$ cat config.mk
export PLATFORM = sky130hd
export DESIGN_NAME = thread_fetch_top
export DESIGN_NICKNAME = d
export VERILOG_FILES = /design/src/hdl/thread_pkg.sv /design/src/hdl/pc_ctl_if.sv /design/src/hdl/thread_number.sv /design/src/hdl/branching_thread_number.sv /design/src/hdl/pc_config.sv /design/src/hdl/pc_sequencer.sv /design/src/hdl/thread_fetch_top.sv
export SDC_FILE = /design/constraint.sdc
export NUM_CORES = 1
export LEC_CHECK = 0
export BUFFER_PORTS_ARGS = -buffer_cell sky130_fd_sc_hd__buf_2
export CAP_MARGIN = 0
export CORE_MARGIN = 5
export CORE_UTILIZATION = 25
export DETAILED_ROUTE_END_ITERATION = 8
export PLACE_DENSITY = 0.45
export SETUP_SLACK_MARGIN = 0.1
export SLEW_MARGIN = 30
export SYNTH_ARGS = -nofsm -noshare
export SYNTH_HDL_FRONTEND = slang
export SYNTH_SLANG_ARGS = --single-unit
$ cat constraint.sdc
create_clock -name clock -period 2.8 [get_ports clock]
set_input_delay 0.28 -clock clock [delete_from_list [all_inputs] [get_ports clock]]
set_output_delay 0.28 -clock clock [all_outputs]
set_load 0.005 [all_outputs]
$ cat src/hdl/thread_pkg.sv
// thread fetch package
// program-counter type, in-flight fetch record and restart handshake states

package thread_pkg;

    // --------------------
    // program counter
    // --------------------

    // width of every program counter in the store
    localparam int PC_WIDTH = 10;

    typedef logic [PC_WIDTH-1:0] pc_t;

    // --------------------
    // fetch pipeline
    // --------------------

    // one fetch travelling from store read to writeback
    typedef struct packed {
        logic valid;
        pc_t  pc;
    } fetch_stage_t;

    // --------------------
    // restart handshake
    // --------------------

    // idle -> pending until the store takes it -> acked until req drops
    typedef enum logic [1:0] {
        CFG_IDLE    = 2'd0,
        CFG_PENDING = 2'd1,
        CFG_ACKED   = 2'd2
    } cfg_state_t;

endpackage

$ cat src/hdl/pc_ctl_if.sv
// restart control link
// carries one pending thread restart from the config block to the sequencer

`timescale 1ns/1ps

interface pc_ctl_if
    import thread_pkg::*;
#(
    parameter int THREAD_ADDR_WIDTH = 3
);

    // command held by the config block while pending
    logic                         restart_pending;
    logic [THREAD_ADDR_WIDTH-1:0] restart_thread;
    pc_t                          restart_pc;
    logic                         restart_enable;

    // one-cycle pulse from the sequencer when the store takes it
    logic                         restart_done;

    // config side drives the command
    modport cfg (
        output restart_pending,
        output restart_thread,
        output restart_pc,
        output restart_enable,
        input  restart_done
    );

    // sequencer side consumes it at the writeback slot
    modport seq (
        input  restart_pending,
        input  restart_thread,
        input  restart_pc,
        input  restart_enable,
        output restart_done
    );

endinterface

$ cat src/hdl/thread_number.sv
// round-robin thread counter
// steps one thread per cycle, wraps at THREAD_COUNT, restarts at INITIAL_THREAD

`timescale 1ns/1ps

module thread_number #(
    parameter int INITIAL_THREAD    = 0,
    parameter int THREAD_COUNT      = 8,
    parameter int THREAD_ADDR_WIDTH = 3
) (
    input  logic                         clock,
    input  logic                         rst,
    output logic [THREAD_ADDR_WIDTH-1:0] current_thread,
    output logic [THREAD_ADDR_WIDTH-1:0] next_thread
);

    // reset value and wrap point
    localparam logic [THREAD_ADDR_WIDTH-1:0] START_THREAD = THREAD_ADDR_WIDTH'(INITIAL_THREAD);
    localparam logic [THREAD_ADDR_WIDTH-1:0] LAST_THREAD  = THREAD_ADDR_WIDTH'(THREAD_COUNT - 1);

    // --------------------
    // successor
    // --------------------

    // wraps back to thread 0 after the last one
    always_comb begin
        if (current_thread == LAST_THREAD) begin
            next_thread = '0;
        end else begin
            next_thread = current_thread + 1'b1;
        end
    end

    always_ff @(posedge clock) begin
        if (rst) begin
            current_thread <= START_THREAD;
        end else begin
            current_thread <= next_thread;
        end
    end

    // counter never leaves the valid thread range
    a_thread_in_range : assert property (
        @(posedge clock) disable iff (rst)
        current_thread < THREAD_COUNT
    );

endmodule

$ cat src/hdl/branching_thread_number.sv
// read and write thread generator
// write thread trails the read thread by FETCH_DELAY, using an offset counter

`timescale 1ns/1ps

module branching_thread_number #(
    parameter int THREAD_COUNT      = 8,
    parameter int THREAD_ADDR_WIDTH = 3,
    parameter int FETCH_DELAY       = 3
) (
    input  logic                         clock,
    input  logic                         rst,
    output logic [THREAD_ADDR_WIDTH-1:0] read_thread,
    output logic [THREAD_ADDR_WIDTH-1:0] write_thread
);

    // write counter starts FETCH_DELAY threads behind thread 0
    localparam int WRITE_START = (THREAD_COUNT - FETCH_DELAY) % THREAD_COUNT;

    // --------------------
    // read side
    // --------------------

    thread_number #(
        .INITIAL_THREAD    (0),
        .THREAD_COUNT      (THREAD_COUNT),
        .THREAD_ADDR_WIDTH (THREAD_ADDR_WIDTH)
    ) i_read_number (
        .clock          (clock),
        .rst            (rst),
        .current_thread (read_thread),
        .next_thread    ()
    );

    // --------------------
    // write side
    // --------------------

    // same counter with an offset start stands in for a preloaded delay line
    thread_number #(
        .INITIAL_THREAD    (WRITE_START),
        .THREAD_COUNT      (THREAD_COUNT),
        .THREAD_ADDR_WIDTH (THREAD_ADDR_WIDTH)
    ) i_write_number (
        .clock          (clock),
        .rst            (rst),
        .current_thread (write_thread),
        .next_thread    ()
    );

    // both counters must stay locked FETCH_DELAY apart
    a_delay_locked : assert property (
        @(posedge clock) disable iff (rst)
        ((int'(read_thread) + THREAD_COUNT - int'(write_thread)) % THREAD_COUNT) == FETCH_DELAY
    );

endmodule

$ cat src/hdl/pc_config.sv
// restart command register block
// takes thread restarts over a four-phase req/ack port and holds them
// pending until the sequencer writes them into the pc store

`timescale 1ns/1ps

module pc_config
    import thread_pkg::*;
#(
    parameter int THREAD_ADDR_WIDTH = 3
) (
    input  logic                         clock,
    input  logic                         rst,
    input  logic                         cfg_req,
    input  logic [THREAD_ADDR_WIDTH-1:0] cfg_thread,
    input  pc_t                          cfg_pc,
    input  logic                         cfg_enable,
    output logic                         cfg_ack,
    pc_ctl_if.cfg                        ctl
);

    cfg_state_t                   state;
    logic                         req_q;
    logic                         req_rise;

    // latched command
    logic [THREAD_ADDR_WIDTH-1:0] cmd_thread;
    pc_t                          cmd_pc;
    logic                         cmd_enable;

    // new command only on a fresh rising edge
    assign req_rise = cfg_req && !req_q;

    // --------------------
    // handshake FSM
    // --------------------

    always_ff @(posedge clock) begin
        if (rst) begin
            state <= CFG_IDLE;
            req_q <= 1'b0;
        end else begin
            req_q <= cfg_req;
            case (state)
                CFG_IDLE: begin
                    if (req_rise) begin
                        state <= CFG_PENDING;
                    end
                end
                // wait for the thread's writeback slot
                CFG_PENDING: begin
                    if (ctl.restart_done) begin
                        state <= CFG_ACKED;
                    end
                end
                // hold ack until the requester lets go
                CFG_ACKED: begin
                    if (!cfg_req) begin
                        state <= CFG_IDLE;
                    end
                end
                default: state <= CFG_IDLE;
            endcase
        end
    end

    // payload latched from a new command
    always_ff @(posedge clock) begin
        if (state == CFG_IDLE && req_rise) begin
            cmd_thread <= cfg_thread;
            cmd_pc     <= cfg_pc;
            cmd_enable <= cfg_enable;
        end
    end

    // --------------------
    // outputs
    // --------------------

    assign cfg_ack             = (state == CFG_ACKED);
    assign ctl.restart_pending = (state == CFG_PENDING);
    assign ctl.restart_thread  = cmd_thread;
    assign ctl.restart_pc      = cmd_pc;
    assign ctl.restart_enable  = cmd_enable;

    // ack only answers a request held at the edge that raised it
    a_ack_needs_req : assert property (
        @(posedge clock) disable iff (rst)
        $rose(cfg_ack) |-> $past(cfg_req)
    );

endmodule

$ cat src/hdl/pc_sequencer.sv
// per-thread program-counter sequencer
// reads a thread's pc each cycle, carries it FETCH_DELAY stages, then
// writes back the branch target, the increment or a pending restart

`timescale 1ns/1ps

module pc_sequencer
    import thread_pkg::*;
#(
    parameter int THREAD_COUNT      = 8,
    parameter int THREAD_ADDR_WIDTH = 3,
    parameter int FETCH_DELAY       = 3
) (
    input  logic                         clock,
    input  logic                         rst,
    input  logic [THREAD_ADDR_WIDTH-1:0] read_thread,
    input  logic [THREAD_ADDR_WIDTH-1:0] write_thread,
    input  logic                         branch_taken,
    input  pc_t                          branch_target,
    output logic                         fetch_valid,
    output logic [THREAD_ADDR_WIDTH-1:0] fetch_thread,
    output pc_t                          fetch_pc,
    pc_ctl_if.seq                        ctl
);

    // per-thread state
    pc_t          pc_mem     [THREAD_COUNT];
    logic         enable_mem [THREAD_COUNT];

    // in-flight fetches with the oldest at the end
    fetch_stage_t stage      [FETCH_DELAY];
    fetch_stage_t read_stage;

    logic         restart_hit;
    pc_t          wb_pc;
    logic         wb_write;

    // --------------------
    // store read
    // --------------------

    // enable bit as it stands at the read decides validity
    always_comb begin
        read_stage.valid = enable_mem[read_thread];
        read_stage.pc    = pc_mem[read_thread];
    end

    // --------------------
    // fetch pipeline
    // --------------------

    always_ff @(posedge clock) begin
        if (rst) begin
            for (int i = 0; i < FETCH_DELAY; i++) begin
                stage[i].valid <= 1'b0;
            end
        end else begin
            stage[0] <= read_stage;
            for (int i = 1; i < FETCH_DELAY; i++) begin
                stage[i] <= stage[i-1];
            end
        end
    end

    // write thread lines up with the oldest stage
    assign fetch_valid  = stage[FETCH_DELAY-1].valid;
    assign fetch_pc     = stage[FETCH_DELAY-1].pc;
    assign fetch_thread = write_thread;

    // --------------------
    // writeback
    // --------------------

    // restart wins over branch/increment in its thread's slot
    assign restart_hit = ctl.restart_pending && (ctl.restart_thread == write_thread);

    always_comb begin
        if (restart_hit) begin
            wb_pc = ctl.restart_pc;
        end else if (branch_taken) begin
            wb_pc = branch_target;
        end else begin
            // wraps at the top of the pc range
            wb_pc = fetch_pc + 1'b1;
        end
    end

    // disabled thread keeps its pc unless restarted
    assign wb_write = restart_hit || fetch_valid;

    always_ff @(posedge clock) begin
        if (rst) begin
            for (int t = 0; t < THREAD_COUNT; t++) begin
                pc_mem[t]     <= '0;
                enable_mem[t] <= 1'b1;
            end
        end else begin
            if (wb_write) begin
                pc_mem[write_thread] <= wb_pc;
            end
            if (restart_hit) begin
                enable_mem[write_thread] <= ctl.restart_enable;
            end
        end
    end

    // single pulse back to the config block
    assign ctl.restart_done = restart_hit;

endmodule

$ cat src/hdl/thread_fetch_top.sv
// thread fetch front end
// round-robin thread generator, restart config block and pc sequencer

`timescale 1ns/1ps

module thread_fetch_top
    import thread_pkg::*;
#(
    parameter int THREAD_COUNT      = 8,
    parameter int THREAD_ADDR_WIDTH = 3,
    parameter int FETCH_DELAY       = 3
) (
    input  logic                         clock,
    input  logic                         rst,
    // restart command port
    input  logic                         cfg_req,
    input  logic [THREAD_ADDR_WIDTH-1:0] cfg_thread,
    input  pc_t                          cfg_pc,
    input  logic                         cfg_enable,
    output logic                         cfg_ack,
    // branch result for the thread on the fetch outputs
    input  logic                         branch_taken,
    input  pc_t                          branch_target,
    // fetch outputs
    output logic                         fetch_valid,
    output logic [THREAD_ADDR_WIDTH-1:0] fetch_thread,
    output pc_t                          fetch_pc
);

    logic [THREAD_ADDR_WIDTH-1:0] read_thread;
    logic [THREAD_ADDR_WIDTH-1:0] write_thread;

    pc_ctl_if #(.THREAD_ADDR_WIDTH(THREAD_ADDR_WIDTH)) i_pc_ctl ();

    // --------------------
    // thread slots
    // --------------------

    branching_thread_number #(
        .THREAD_COUNT      (THREAD_COUNT),
        .THREAD_ADDR_WIDTH (THREAD_ADDR_WIDTH),
        .FETCH_DELAY       (FETCH_DELAY)
    ) i_branching_thread_number (
        .clock        (clock),
        .rst          (rst),
        .read_thread  (read_thread),
        .write_thread (write_thread)
    );

    // --------------------
    // restart config
    // --------------------

    pc_config #(
        .THREAD_ADDR_WIDTH (THREAD_ADDR_WIDTH)
    ) i_pc_config (
        .clock      (clock),
        .rst        (rst),
        .cfg_req    (cfg_req),
        .cfg_thread (cfg_thread),
        .cfg_pc     (cfg_pc),
        .cfg_enable (cfg_enable),
        .cfg_ack    (cfg_ack),
        .ctl        (i_pc_ctl.cfg)
    );

    // --------------------
    // pc store and pipeline
    // --------------------

    pc_sequencer #(
        .THREAD_COUNT      (THREAD_COUNT),
        .THREAD_ADDR_WIDTH (THREAD_ADDR_WIDTH),
        .FETCH_DELAY       (FETCH_DELAY)
    ) i_pc_sequencer (
        .clock         (clock),
        .rst           (rst),
        .read_thread   (read_thread),
        .write_thread  (write_thread),
        .branch_taken  (branch_taken),
        .branch_target (branch_target),
        .fetch_valid   (fetch_valid),
        .fetch_thread  (fetch_thread),
        .fetch_pc      (fetch_pc),
        .ctl           (i_pc_ctl.seq)
    );

endmodule

; ---- Word level (Yosys, flattened, before mapping)
; Memories as Yosys holds them, arrays and structs flattened. A register that Yosys moved wholly into a read port is not among the register bits.
; Cells that the tools add are included.
[totals]
memories = 3
ff_bits = 23
elab_cells = 63
ramBits = 121
[classes]
n_bitwise = 3
eq_ne = 8
n_reduce_logical = 11
add_sub_neg = 3
muxes = 27
[mem_list]
columns = name, words, width, rd, rd_clocked_by_memory_dff, write_ports, line
row1 = i_pc_sequencer.pc_mem, 8, 10, 1, 1, 8, pc_sequencer.sv:27  ; pc_t pc_mem [THREAD_COUNT];
row2 = i_pc_sequencer.stage, 3, 11, 3, 0, 3, pc_sequencer.sv:31  ; fetch_stage_t stage [FETCH_DELAY];
row3 = i_pc_sequencer.enable_mem, 8, 1, 1, 1, 8, pc_sequencer.sv:28  ; logic enable_mem [THREAD_COUNT];
[ops]
columns = op, count
row1 = 10-bit two-way mux, 3
row2 = 1-bit two-way mux, 15
row3 = 3-bit two-way mux, 5
row4 = 10-bit by 1-bit adder with 10-bit output (second input constant), 1
row5 = 10-bit OR reduction, 1
row6 = 3-bit by 1-bit adder with 3-bit output (second input constant), 2
row7 = 3-bit equality test (second input constant), 2
row8 = 2-bit two-way mux, 3
row9 = 2-bit case mux with 3 select lines, 1
row10 = 2-bit inequality test (second input constant), 2
row11 = 2-bit OR reduction, 2
row12 = 3-bit equality test, 1
row13 = 1-bit logical AND, 3
row14 = 1-bit OR, 3
row15 = 3-bit AND reduction, 1
row16 = 2-bit by 1-bit equality test with 1-bit output (second input constant), 1
row17 = 2-bit equality test (second input constant), 1
row18 = 2-bit logical NOT, 1
row19 = 2-bit by 1-bit inequality test with 1-bit output (second input constant), 1
row20 = 1-bit logical NOT, 1
row21 = 1-bit logical OR, 1
row22 = 1-bit OR reduction, 1

; ---- Depth between registers and ports, before layout
; Gate-level depths: netlist (run 1).
[depth]
word_depth = 8
mapped_depth = 7
ltp_nobuf = 5

; ---- Cells and area by module
; From an unflattened synthesis (run 1), not the netlist that was laid out.
[unflattened]
cells_unflattened = 463
hier_area_um2 = 6413.7
[modules_own_cells]
columns = module, cells_per_inst, seq_area_each_um2, n_inst, area_each_um2
row1 = pc_sequencer, 416, 3523.4, 1, 5609.1
row2 = pc_config, 27, 480.5, 1, 559.3
row3 = thread_number at i_branching_thread_number.i_read_number, 10, 60.1, 1, 123.9
row4 = thread_number at i_branching_thread_number.i_write_number, 10, 60.1, 1, 121.4

; ---- Worst setup path after synthesis (run 1)
; No wires, ideal clock.
[synth_timing]
kind = flip-flop to flip-flop
start = register i_pc_config.state[1]
end = register i_pc_config.cmd_enable, in the netlist i_pc_config.ctl.restart_enable (enable)
period_less_slack_ns = 2.466
setup_slack_ns = 0.334
path_stages_with_launch = 2
arrival_time_ns = 2.036
required_ns = 2.370
setup_time_ns = 0.430
path_cell_list = dfxtp_1 nor4b_1
[synth_between]
elab_chain_cells = 2
[synth_lines]
columns = item, line
row1 = from (decl), pc_config.sv:22  ; cfg_state_t state;
row2 = from (signal assigned), pc_config.sv:40  ; state <= CFG_IDLE;
row3 = from (signal assigned), pc_config.sv:47  ; state <= CFG_PENDING;
row4 = from (signal assigned), pc_config.sv:53  ; state <= CFG_ACKED;
row5 = 2-bit logical NOT, pc_config.sv:69  ; if (state == CFG_IDLE && req_rise) begin
row6 = 1-bit logical AND, pc_config.sv:69
row7 = to (signal assigned), pc_config.sv:72  ; cmd_enable <= cfg_enable;
row8 = to (decl), pc_config.sv:29  ; logic cmd_enable;
; Every way passes these cells.
; A chain may end at the register's enable or synchronous reset.

==> impl_summary.log, run 1 <==
INFO  metric ff2ff_setup_slack = 410 ps
INFO  metric n_fill_cell = 2604
INFO  metric maxCapViolCount = 0
INFO  metric postCtsHoldBufs = 0
INFO  metric post_detailed_route_via_to_cell_ratio = 4.80
INFO  metric grt.total_usage = 11.3%
INFO  metric die_x = 173 um
INFO  metric final_min_period_over_clock_period = 85.5%
INFO  metric antenna_violating_nets_remaining = 0
INFO  metric place.gp.congestion = 0.761
INFO  metric htree_levels = 4
INFO  metric status = finished, final reports clean
INFO  metric pin_count_of_the_biggest_net_entering_global_routing = 47
INFO  metric post_synth_inst_count = 486
INFO  metric finalHoldViolCount = 0
INFO  metric drt_first_iter_violations = 272
INFO  metric slew_viol_final = 0
INFO  metric overflow = 0
INFO  metric count_of_input_and_output_buffers = 42
INFO  metric global_route_wire_length_before_repair = 26.2 mm
INFO  metric worst_r2r_path_cells = 4
INFO  metric worstSetupEndpointType = flop
INFO  metric rsz0062_at_grt = no
INFO  metric synth_most_common_cell = sky130_fd_sc_hd__edfxtp_1
INFO  metric irDropWorstVdd = 344 uV
INFO  metric mappedNetlistArea = 0.00667 sq mm
INFO  metric ys_warn_count = 0
INFO  metric placementRows = 59
INFO  metric ys_top_cells_by_count = sky130_fd_sc_hd__edfxtp_1, sky130_fd_sc_hd__nor2_1, sky130_fd_sc_hd__nor2b_1, sky130_fd_sc_hd__nor3_1, sky130_fd_sc_hd__nand2_1
INFO  metric clock_skew = 9.76 ps
INFO  metric syn2layout_area_growth = 17.5%
INFO  metric num_vias = 4218
INFO  metric cts-buffers-inserted = 17
INFO  metric synth.lib_cells_used.distinct = 51
INFO  metric synth_top_cell_area_share = 55.8%
INFO  metric drc = 0
INFO  metric crit_path_end = i_pc_sequencer.pc_mem[7][2]
INFO  metric clock_latency = 420 ps
INFO  metric clkSinkCount = 144
INFO  metric first_global_vias = 4366
INFO  metric grt_antenna_before_repair = 0
INFO  metric type_of_the_worst_setup_path = reg2reg
INFO  metric reg_to_reg_end = i_pc_sequencer.pc_mem[7][2]
INFO  metric worst-path-max-fanout = 16
INFO  metric cts_tree = built
INFO  metric power.total = 0.00537 W
INFO  metric tightestPinTransition = 862 ps
INFO  metric count_of_flip_flops_with_a_built_in_enable_after_synthesis = 124
INFO  metric clk_path_buf_depth = 2
INFO  metric die-area = 0.0301 sq mm
INFO  metric drt_pass1_iterations = 7
INFO  metric post_synth_arst_share = 0%
INFO  metric floorplan.initialDensity = 25.5%
INFO  metric slew-limit-headroom = 42.1%
INFO  metric clk_pin_slew = 70 ps
INFO  metric timing.hold.worst.class = in2reg
INFO  metric synth_seq_area_share = 61.8%
INFO  metric synthTopCellsByArea = sky130_fd_sc_hd__edfxtp_1, sky130_fd_sc_hd__mux4_2, sky130_fd_sc_hd__dfxtp_1
INFO  metric diode_insertion_count_for_antenna_repair = 0
INFO  metric p_leak = 2.67 nW
INFO  metric worst-endpoint-arrival = 2460 ps
INFO  metric power.density = 685 mW/mm^2
INFO  metric fmaxAchievable = 418 MHz
INFO  metric core = 0.0262 sq mm
INFO  metric tns = 0 ps
INFO  metric ys_seq_elements = 144
INFO  metric period_minus_slack = 2390 ps
INFO  metric finalSetupViolCount = 0
INFO  metric netlist.top_cell.by_area = sky130_fd_sc_hd__edfxtp_1
INFO  metric routed_wire_length_per_instance = 18.8 um
INFO  metric root_buffer = sky130_fd_sc_hd__clkbuf_16
INFO  metric drive_above_1_share = 26.0%
INFO  metric crit_required = 2870 ps
INFO  metric detailed_placement_wirelength_estimate = 11.7 mm
INFO  metric worstHoldPathCells = 1
INFO  metric io_pins = 43
INFO  metric design.final.nets = 563
INFO  metric timing.critical_path.from_type = flop
INFO  metric most_common_flop_cell_mapped_by_yosys = sky130_fd_sc_hd__edfxtp_1
INFO  metric finalWirelength = 16.5 mm
INFO  metric mappedNetlistNets = 519
INFO  metric chipHeight = 173 um
INFO  metric synth_area_per_cell = 13.7 sq um
layer usage:
layer  wire, um  track usage, %  vias to the layer above
met5          0               0                        -
li1           -               -                     1961
met1       7570            14.9                     2112
met4        258            4.26                        0
met3        817            2.88                       20
met2       7870            18.1                      125
area by class of cell:
class / instances / area [sq um] / share of cell area [%]
clock inverter: 15 / 161 / 2.06
tap: 335 / 419 / 5.35
timing repair buffer: 67 / 398 / 5.07
sequential: 144 / 4120 / 52.6
multi-input combinational: 297 / 2300 / 29.4
inverter: 3 / 11.3 / 0.144
clock buffer: 17 / 425 / 5.43
flip-flops by register name (all words and copies together), names as in the netlist:
name	flops
i_pc_sequencer.enable_mem	8
i_pc_config.req_q	1
i_pc_sequencer.stage	33
i_branching_thread_number.i_read_number.current_thread	3
i_pc_sequencer.pc_mem	80
i_pc_config.ctl.restart_pc	10
i_branching_thread_number.i_write_number.current_thread	3
i_pc_config.ctl.restart_enable	1
i_pc_config.ctl.restart_thread	3
i_pc_config.state	2
placed cells by master (no fill, tap or decap), drive strengths merged, types with 8 or more instances in the layout:
| cell type | Yosys | routed |
|---|---|---|
| o21ai | 20 | 20 |
| edfxtp | 124 | 124 |
| nand2 | 24 | 24 |
| buf | 31 | 67 |
| clkbuf | 11 | 17 |
| nand3 | 13 | 13 |
| nand2b | 8 | 8 |
| dfxtp | 20 | 20 |
| nor2 | 42 | 42 |
| a21oi | 18 | 18 |
| mux2i | 20 | 20 |
| mux4 | 22 | 22 |
| nand4 | 19 | 19 |
| nor3 | 24 | 24 |
| inv | 3 | 14 |
| nor2b | 29 | 29 |
power breakdown:
part	internal, W	switching (W)	total [W]
clock network	0.00127	0.000997	0.00227
logic	0.000224	0.000367	0.000590
registers	0.00245	0.0000671	0.00252
total	0.00394	0.00143	0.00537
repair_timing:
action	4_1_cts	5_1_grt
setup buffers	0	0
resized for setup	0	1
setup endpoints to repair	0	10
hold endpoints to repair	0	0
cells by family after synthesis:
family / Yosys count / synth area share, %
compound gates: 66 / 6.94
buf+inv: 45 / 3.82
fa+ha+maj: 5 / 0.937
xor+xnor: 6 / 1.29
mux: 43 / 10.8
flops: 144 / 61.8
simple gates: 177 / 14.4
worst max-delay path, stage by stage, from the launching register on:
cell	delay [ps]
sky130_fd_sc_hd__dfxtp_1	520
sky130_fd_sc_hd__nor4bb_1	390
sky130_fd_sc_hd__a41o_2	430
sky130_fd_sc_hd__nand2_1	260
sky130_fd_sc_hd__nand2_1	440
worst min path at each step:
stage,from,end
after global placement,i_pc_sequencer.stage[0][21],i_pc_sequencer.stage[0][32]
after CTS,cfg_pc[7],i_pc_config.ctl.restart_pc[7]
after detailed placement,i_pc_sequencer.stage[0][21],i_pc_sequencer.stage[0][32]
after floorplan,cfg_enable,i_pc_config.ctl.restart_enable
final,cfg_enable,i_pc_config.ctl.restart_enable
after global routing,cfg_pc[8],i_pc_config.ctl.restart_pc[8]
metrics by stage:
stage          cells  area, sq um  worst slack, ps  hold WS, ps  util, %
2_1_floorplan    486         6670              334          379        -
3_3_place_gp     846         7250              384          419     27.7
3_5_place_dp     846         7250              238          430     27.7
4_1_cts          878         7840              221         13.3     29.9
5_1_grt          878         7840              240         6.20     29.9
6_report         878         7840              407         32.7     29.9
Power figures use the tool's default switching activity.
==> run 2, diff against run 1 <==
Settings changed: ABC_AREA set to 1, CORE_ASPECT_RATIO set to 0.7.
==> run 2 against run 1 <==
Net effect:
- power increased by 2.0%
- global-route usage increased by 0.80 points
- critical path depth increased by 4
- fmax increased by 12%
- sequential cell count unchanged
- clock-buffer cell count increased by 3
- clock skew increased by 3.3 ps
- cell count increased by 16%
- routed wire length increased by 6.9%
- area after synthesis decreased by 1.6%
- non-clock buffer count decreased by 7
- worst setup slack improved by 250 ps
- critical path type unchanged
==> impl_summary.log, run 2 <==
INFO  metric die_x = 204 um (+17%)
INFO  metric n_fill_cell = 2686 (+3.1%)
INFO  metric clk_pin_slew = 70 ps (about the same)
INFO  metric floorplan.initialDensity = 25.5% (about the same)
INFO  metric syn2layout_area_growth = 17.7%
INFO  metric slew_viol_final = 0 (unchanged)
INFO  metric post_synth_arst_share = 0% (unchanged)
INFO  metric post_cts_resized = 0 (unchanged)
INFO  metric placed_cell_area = 0.00711 sq mm (-2.0%)
INFO  metric layout_common_cells = sky130_fd_sc_hd__nor2_1, sky130_fd_sc_hd__edfxtp_1, sky130_fd_sc_hd__o21ai_0
INFO  metric comb_power_share = 10.0% (-1.0 points)
INFO  metric htree_levels = 4 (unchanged)
INFO  metric post_synth_inst_count = 642 (+32%)
INFO  metric count_of_flip_flops_with_a_built_in_enable_after_synthesis = 124 (unchanged)
INFO  metric preCtsSetupSlack = 647 ps (+409 ps)
INFO  metric die-area = 0.0296 sq mm (-1.4%)
INFO  metric ys_seq_elements = 144 (unchanged)
INFO  metric final_min_period_over_clock_period = 76.5% (-9.0 points)
INFO  metric io_pins = 43 (unchanged)
INFO  metric max_flop_register = i_pc_sequencer.pc_mem
INFO  metric worst-endpoint-arrival = 2300 ps (-160 ps)
INFO  metric slew-limit-headroom = 58.5% (+16 points)
INFO  metric timing.hold.worst.class = in2reg
INFO  metric root_buffer = sky130_fd_sc_hd__clkbuf_16
INFO  metric type_of_the_worst_setup_path = reg2reg
INFO  metric overflow = 0 (unchanged)
INFO  metric finalHoldViolCount = 0 (unchanged)
INFO  metric ys_warn_count = 0 (unchanged)
INFO  metric power.clock.fraction = 44.0% (+1.8 points)
INFO  metric ys_top_cells_by_count = sky130_fd_sc_hd__nor2_1, sky130_fd_sc_hd__edfxtp_1, sky130_fd_sc_hd__o21ai_0, sky130_fd_sc_hd__nand2_1, sky130_fd_sc_hd__inv_1
INFO  metric worst-path-max-fanout = 20 (+4)
INFO  metric crit_required = 2960 ps (+90 ps)
INFO  metric timing.critical_path.from_type = flop
INFO  metric slowest_stage = sky130_fd_sc_hd__dfxtp_1
INFO  metric maxCapViolCount = 0 (unchanged)
INFO  metric finalWirelength = 17.7 mm (+6.9%)
INFO  metric net-switching-power = 0.00136 W (-4.8%)
INFO  metric clk_path_buf_depth = 2 (unchanged)
INFO  metric netlist.top_cell.by_area = sky130_fd_sc_hd__edfxtp_1
INFO  metric diode_insertion_count_for_antenna_repair = 0 (unchanged)
INFO  metric synth_area_per_cell = 10.2 sq um (-26%)
INFO  metric finalSetupViolCount = 0 (unchanged)
INFO  metric power_frac_seq = 46.0% (-0.8 points)
INFO  metric grt.total_usage = 12.1% (+0.80 points)
INFO  metric cts_tree = built
INFO  metric worst_hold_margin = 32.4 ps (-0.338 ps)
INFO  metric timing.critical_path.mode_cell = sky130_fd_sc_hd__nand2_1
INFO  metric crit_path_max_incr_delay = 490 ps (-30 ps)
INFO  metric layout.cell_area.non_filler = 0.00773 sq mm (-1.4%)
INFO  metric first_global_vias = 4320 (-1.1%)
INFO  metric detailed_placement_wirelength_estimate = 11.6 mm (-1.2%)
INFO  metric drive_above_1_share = 16.4% (-9.6 points)
INFO  metric placementRows = 49 (-17%)
INFO  metric synthTopCellsByArea = sky130_fd_sc_hd__edfxtp_1, sky130_fd_sc_hd__nor2_1, sky130_fd_sc_hd__dfxtp_1
INFO  metric layout.cells.most_common = sky130_fd_sc_hd__nor2_1
INFO  metric synth_top_cell_area_share = 56.7% (+0.94 points)
INFO  metric chipHeight = 146 um (-16%)
INFO  metric mappedNetlistNets = 675 (+30%)
INFO  metric internal_power = 0.00412 W (+4.5%)
INFO  metric pin_count_of_the_biggest_net_entering_global_routing = 46 (-2.1%)
INFO  metric count_of_input_and_output_buffers = 42 (unchanged)
INFO  metric clock_skew = 13.0 ps (+3.28 ps)
INFO  metric core = 0.0257 sq mm (-1.7%)
INFO  metric power.density = 710 mW/mm^2 (+3.5%)
INFO  metric period_minus_slack = 2140 ps (-252 ps)
INFO  metric fmaxAchievable = 467 MHz (+12%)
INFO  metric status = finished, final reports clean
INFO  metric rsz0062_at_grt = no
INFO  metric postCtsHoldBufs = 0 (unchanged)
INFO  metric drt_first_iter_violations = 454 (+67%)
INFO  metric critical_path_buffers_and_inverters = 2 (+2)
INFO  metric tns = 0 ps (unchanged)
INFO  metric clkSinkCount = 144 (unchanged)
INFO  metric antenna_violating_nets_remaining = 0 (unchanged)
INFO  metric drc = 0 (unchanged)
INFO  metric cts-buffers-inserted = 17 (unchanged)
INFO  metric global_route_wire_length_before_repair = 27.3 mm (+4.3%)
INFO  metric switching_share = 24.8% (-1.8 points)
INFO  metric largest_reg_flops = 80 (unchanged)
INFO  metric synth_seq_area_share = 62.8% (+1.0 points)
INFO  metric cp_top_family = compound AO/OA/AOI/OAI gates
INFO  metric irDropWorstVdd = 353 uV (+2.7%)
INFO  metric drt_pass1_iterations = 5 (-2)
INFO  metric routed_wire_length_per_instance = 17.3 um (-7.9%)
INFO  metric grt_antenna_before_repair = 0 (unchanged)
INFO  metric worstSetupEndpointType = flop
INFO  metric most_common_flop_cell_mapped_by_yosys = sky130_fd_sc_hd__edfxtp_1
INFO  metric crit_chain = inv_2, nand2_1, nand2_1, nand4_4, buf_4, o21ai_0, o21ai_4, nor2_1
INFO  metric place.gp.congestion = 0.791 (+4.0%)
INFO  metric tightestPinTransition = 621 ps (-241 ps)
INFO  metric synth_most_common_cell = sky130_fd_sc_hd__nor2_1
INFO  metric synth.lib_cells_used.distinct = 31 (-39%)
INFO  metric p_leak = 2.95 nW (+11%)
INFO  metric mappedNetlistArea = 0.00656 sq mm (-1.6%)
INFO  metric design.final.nets = 709 (+26%)
INFO  metric num_vias = 4543 (+7.7%)
INFO  metric fin_ws = 659 ps (+252 ps)
INFO  metric post_detailed_route_via_to_cell_ratio = 4.45 (-7.3%)
INFO  metric post_cts.repair.setup_buffers = 0 (unchanged)
INFO  metric clock_latency = 420 ps (about the same)
## run 2: cell count changes in the layout (fill, tap and decap cells not counted), sizes merged, moves of 16 or more
cell | previous run | this run
o21ai | 20 | 75
nor3 | 24 | 8
nor2b | 29 | 0
nand4 | 19 | 3
mux4 | 22 | 0
nor2 | 42 | 159
inv | 14 | 51
nand2 | 24 | 61
nand3 | 13 | 35
## run 2: per-stage QoR
stage	instances	total power [W]	utilization (%)
3_3_place_gp	988	0.00312	27.6
6_report	1020	0.00548	30.0
5_1_grt	1020	0.00570	30.0
3_5_place_dp	988	0.00312	27.6
2_1_floorplan	642	0.00290	-
4_1_cts	1020	0.00553	30.0
## run 2: worst paths after layout
check / start / end / slack, ps / cells after the start
setup / recovery: flop / i_pc_sequencer.pc_mem[2][1] / 660 / 8
hold / removal: cfg_pc[4] / i_pc_config.ctl.restart_pc[4] / 30 / 1
setup reg to reg: flop / i_pc_sequencer.pc_mem[2][1] / 660 / 8
hold reg to reg: i_pc_sequencer.stage[0][21] / i_pc_sequencer.stage[0][32] / 400 / 2
## run 2: layer usage
layer	global-route usage, %	up-vias	routed length (um)
met5	0	-	0
met4	3.81	0	176
met3	2.34	11	831
met2	16.4	102	7280
met1	19.2	2189	9380
li1	-	2241	-
## run 2: kinds of logic (layout without fill, tap and decap cells)
group,count (synthesis),count (layout),share of synthesized area (%)
xor+xnor,1,1,0.248
simple gates,274,274,17.7
mux,11,11,1.68
flops,144,144,62.8
compound gates,114,114,10.1
fa+ha+maj,5,5,0.953
buf+inv,93,140,6.50
## run 2: layout make-up
class | instances | area [sq um] | area share (%)
sequential | 144 | 4120 | 53.4
multi-input combinational | 405 | 2020 | 26.1
clock buffer | 20 | 437 | 5.65
tap | 331 | 414 | 5.36
timing repair buffer | 60 | 370 | 4.79
clock inverter | 12 | 184 | 2.38
inverter | 48 | 180 | 2.33
## run 2: power by group through the flow
stage	Combinational (W)	Clock [W]	Sequential, W
after global placement	0.000551	0	0.00257
final	0.000548	0.00241	0.00252
after CTS	0.000553	0.00245	0.00252
after floorplan	0.000359	0	0.00254
after global routing	0.000614	0.00255	0.00254
after detailed placement	0.000551	0	0.00257
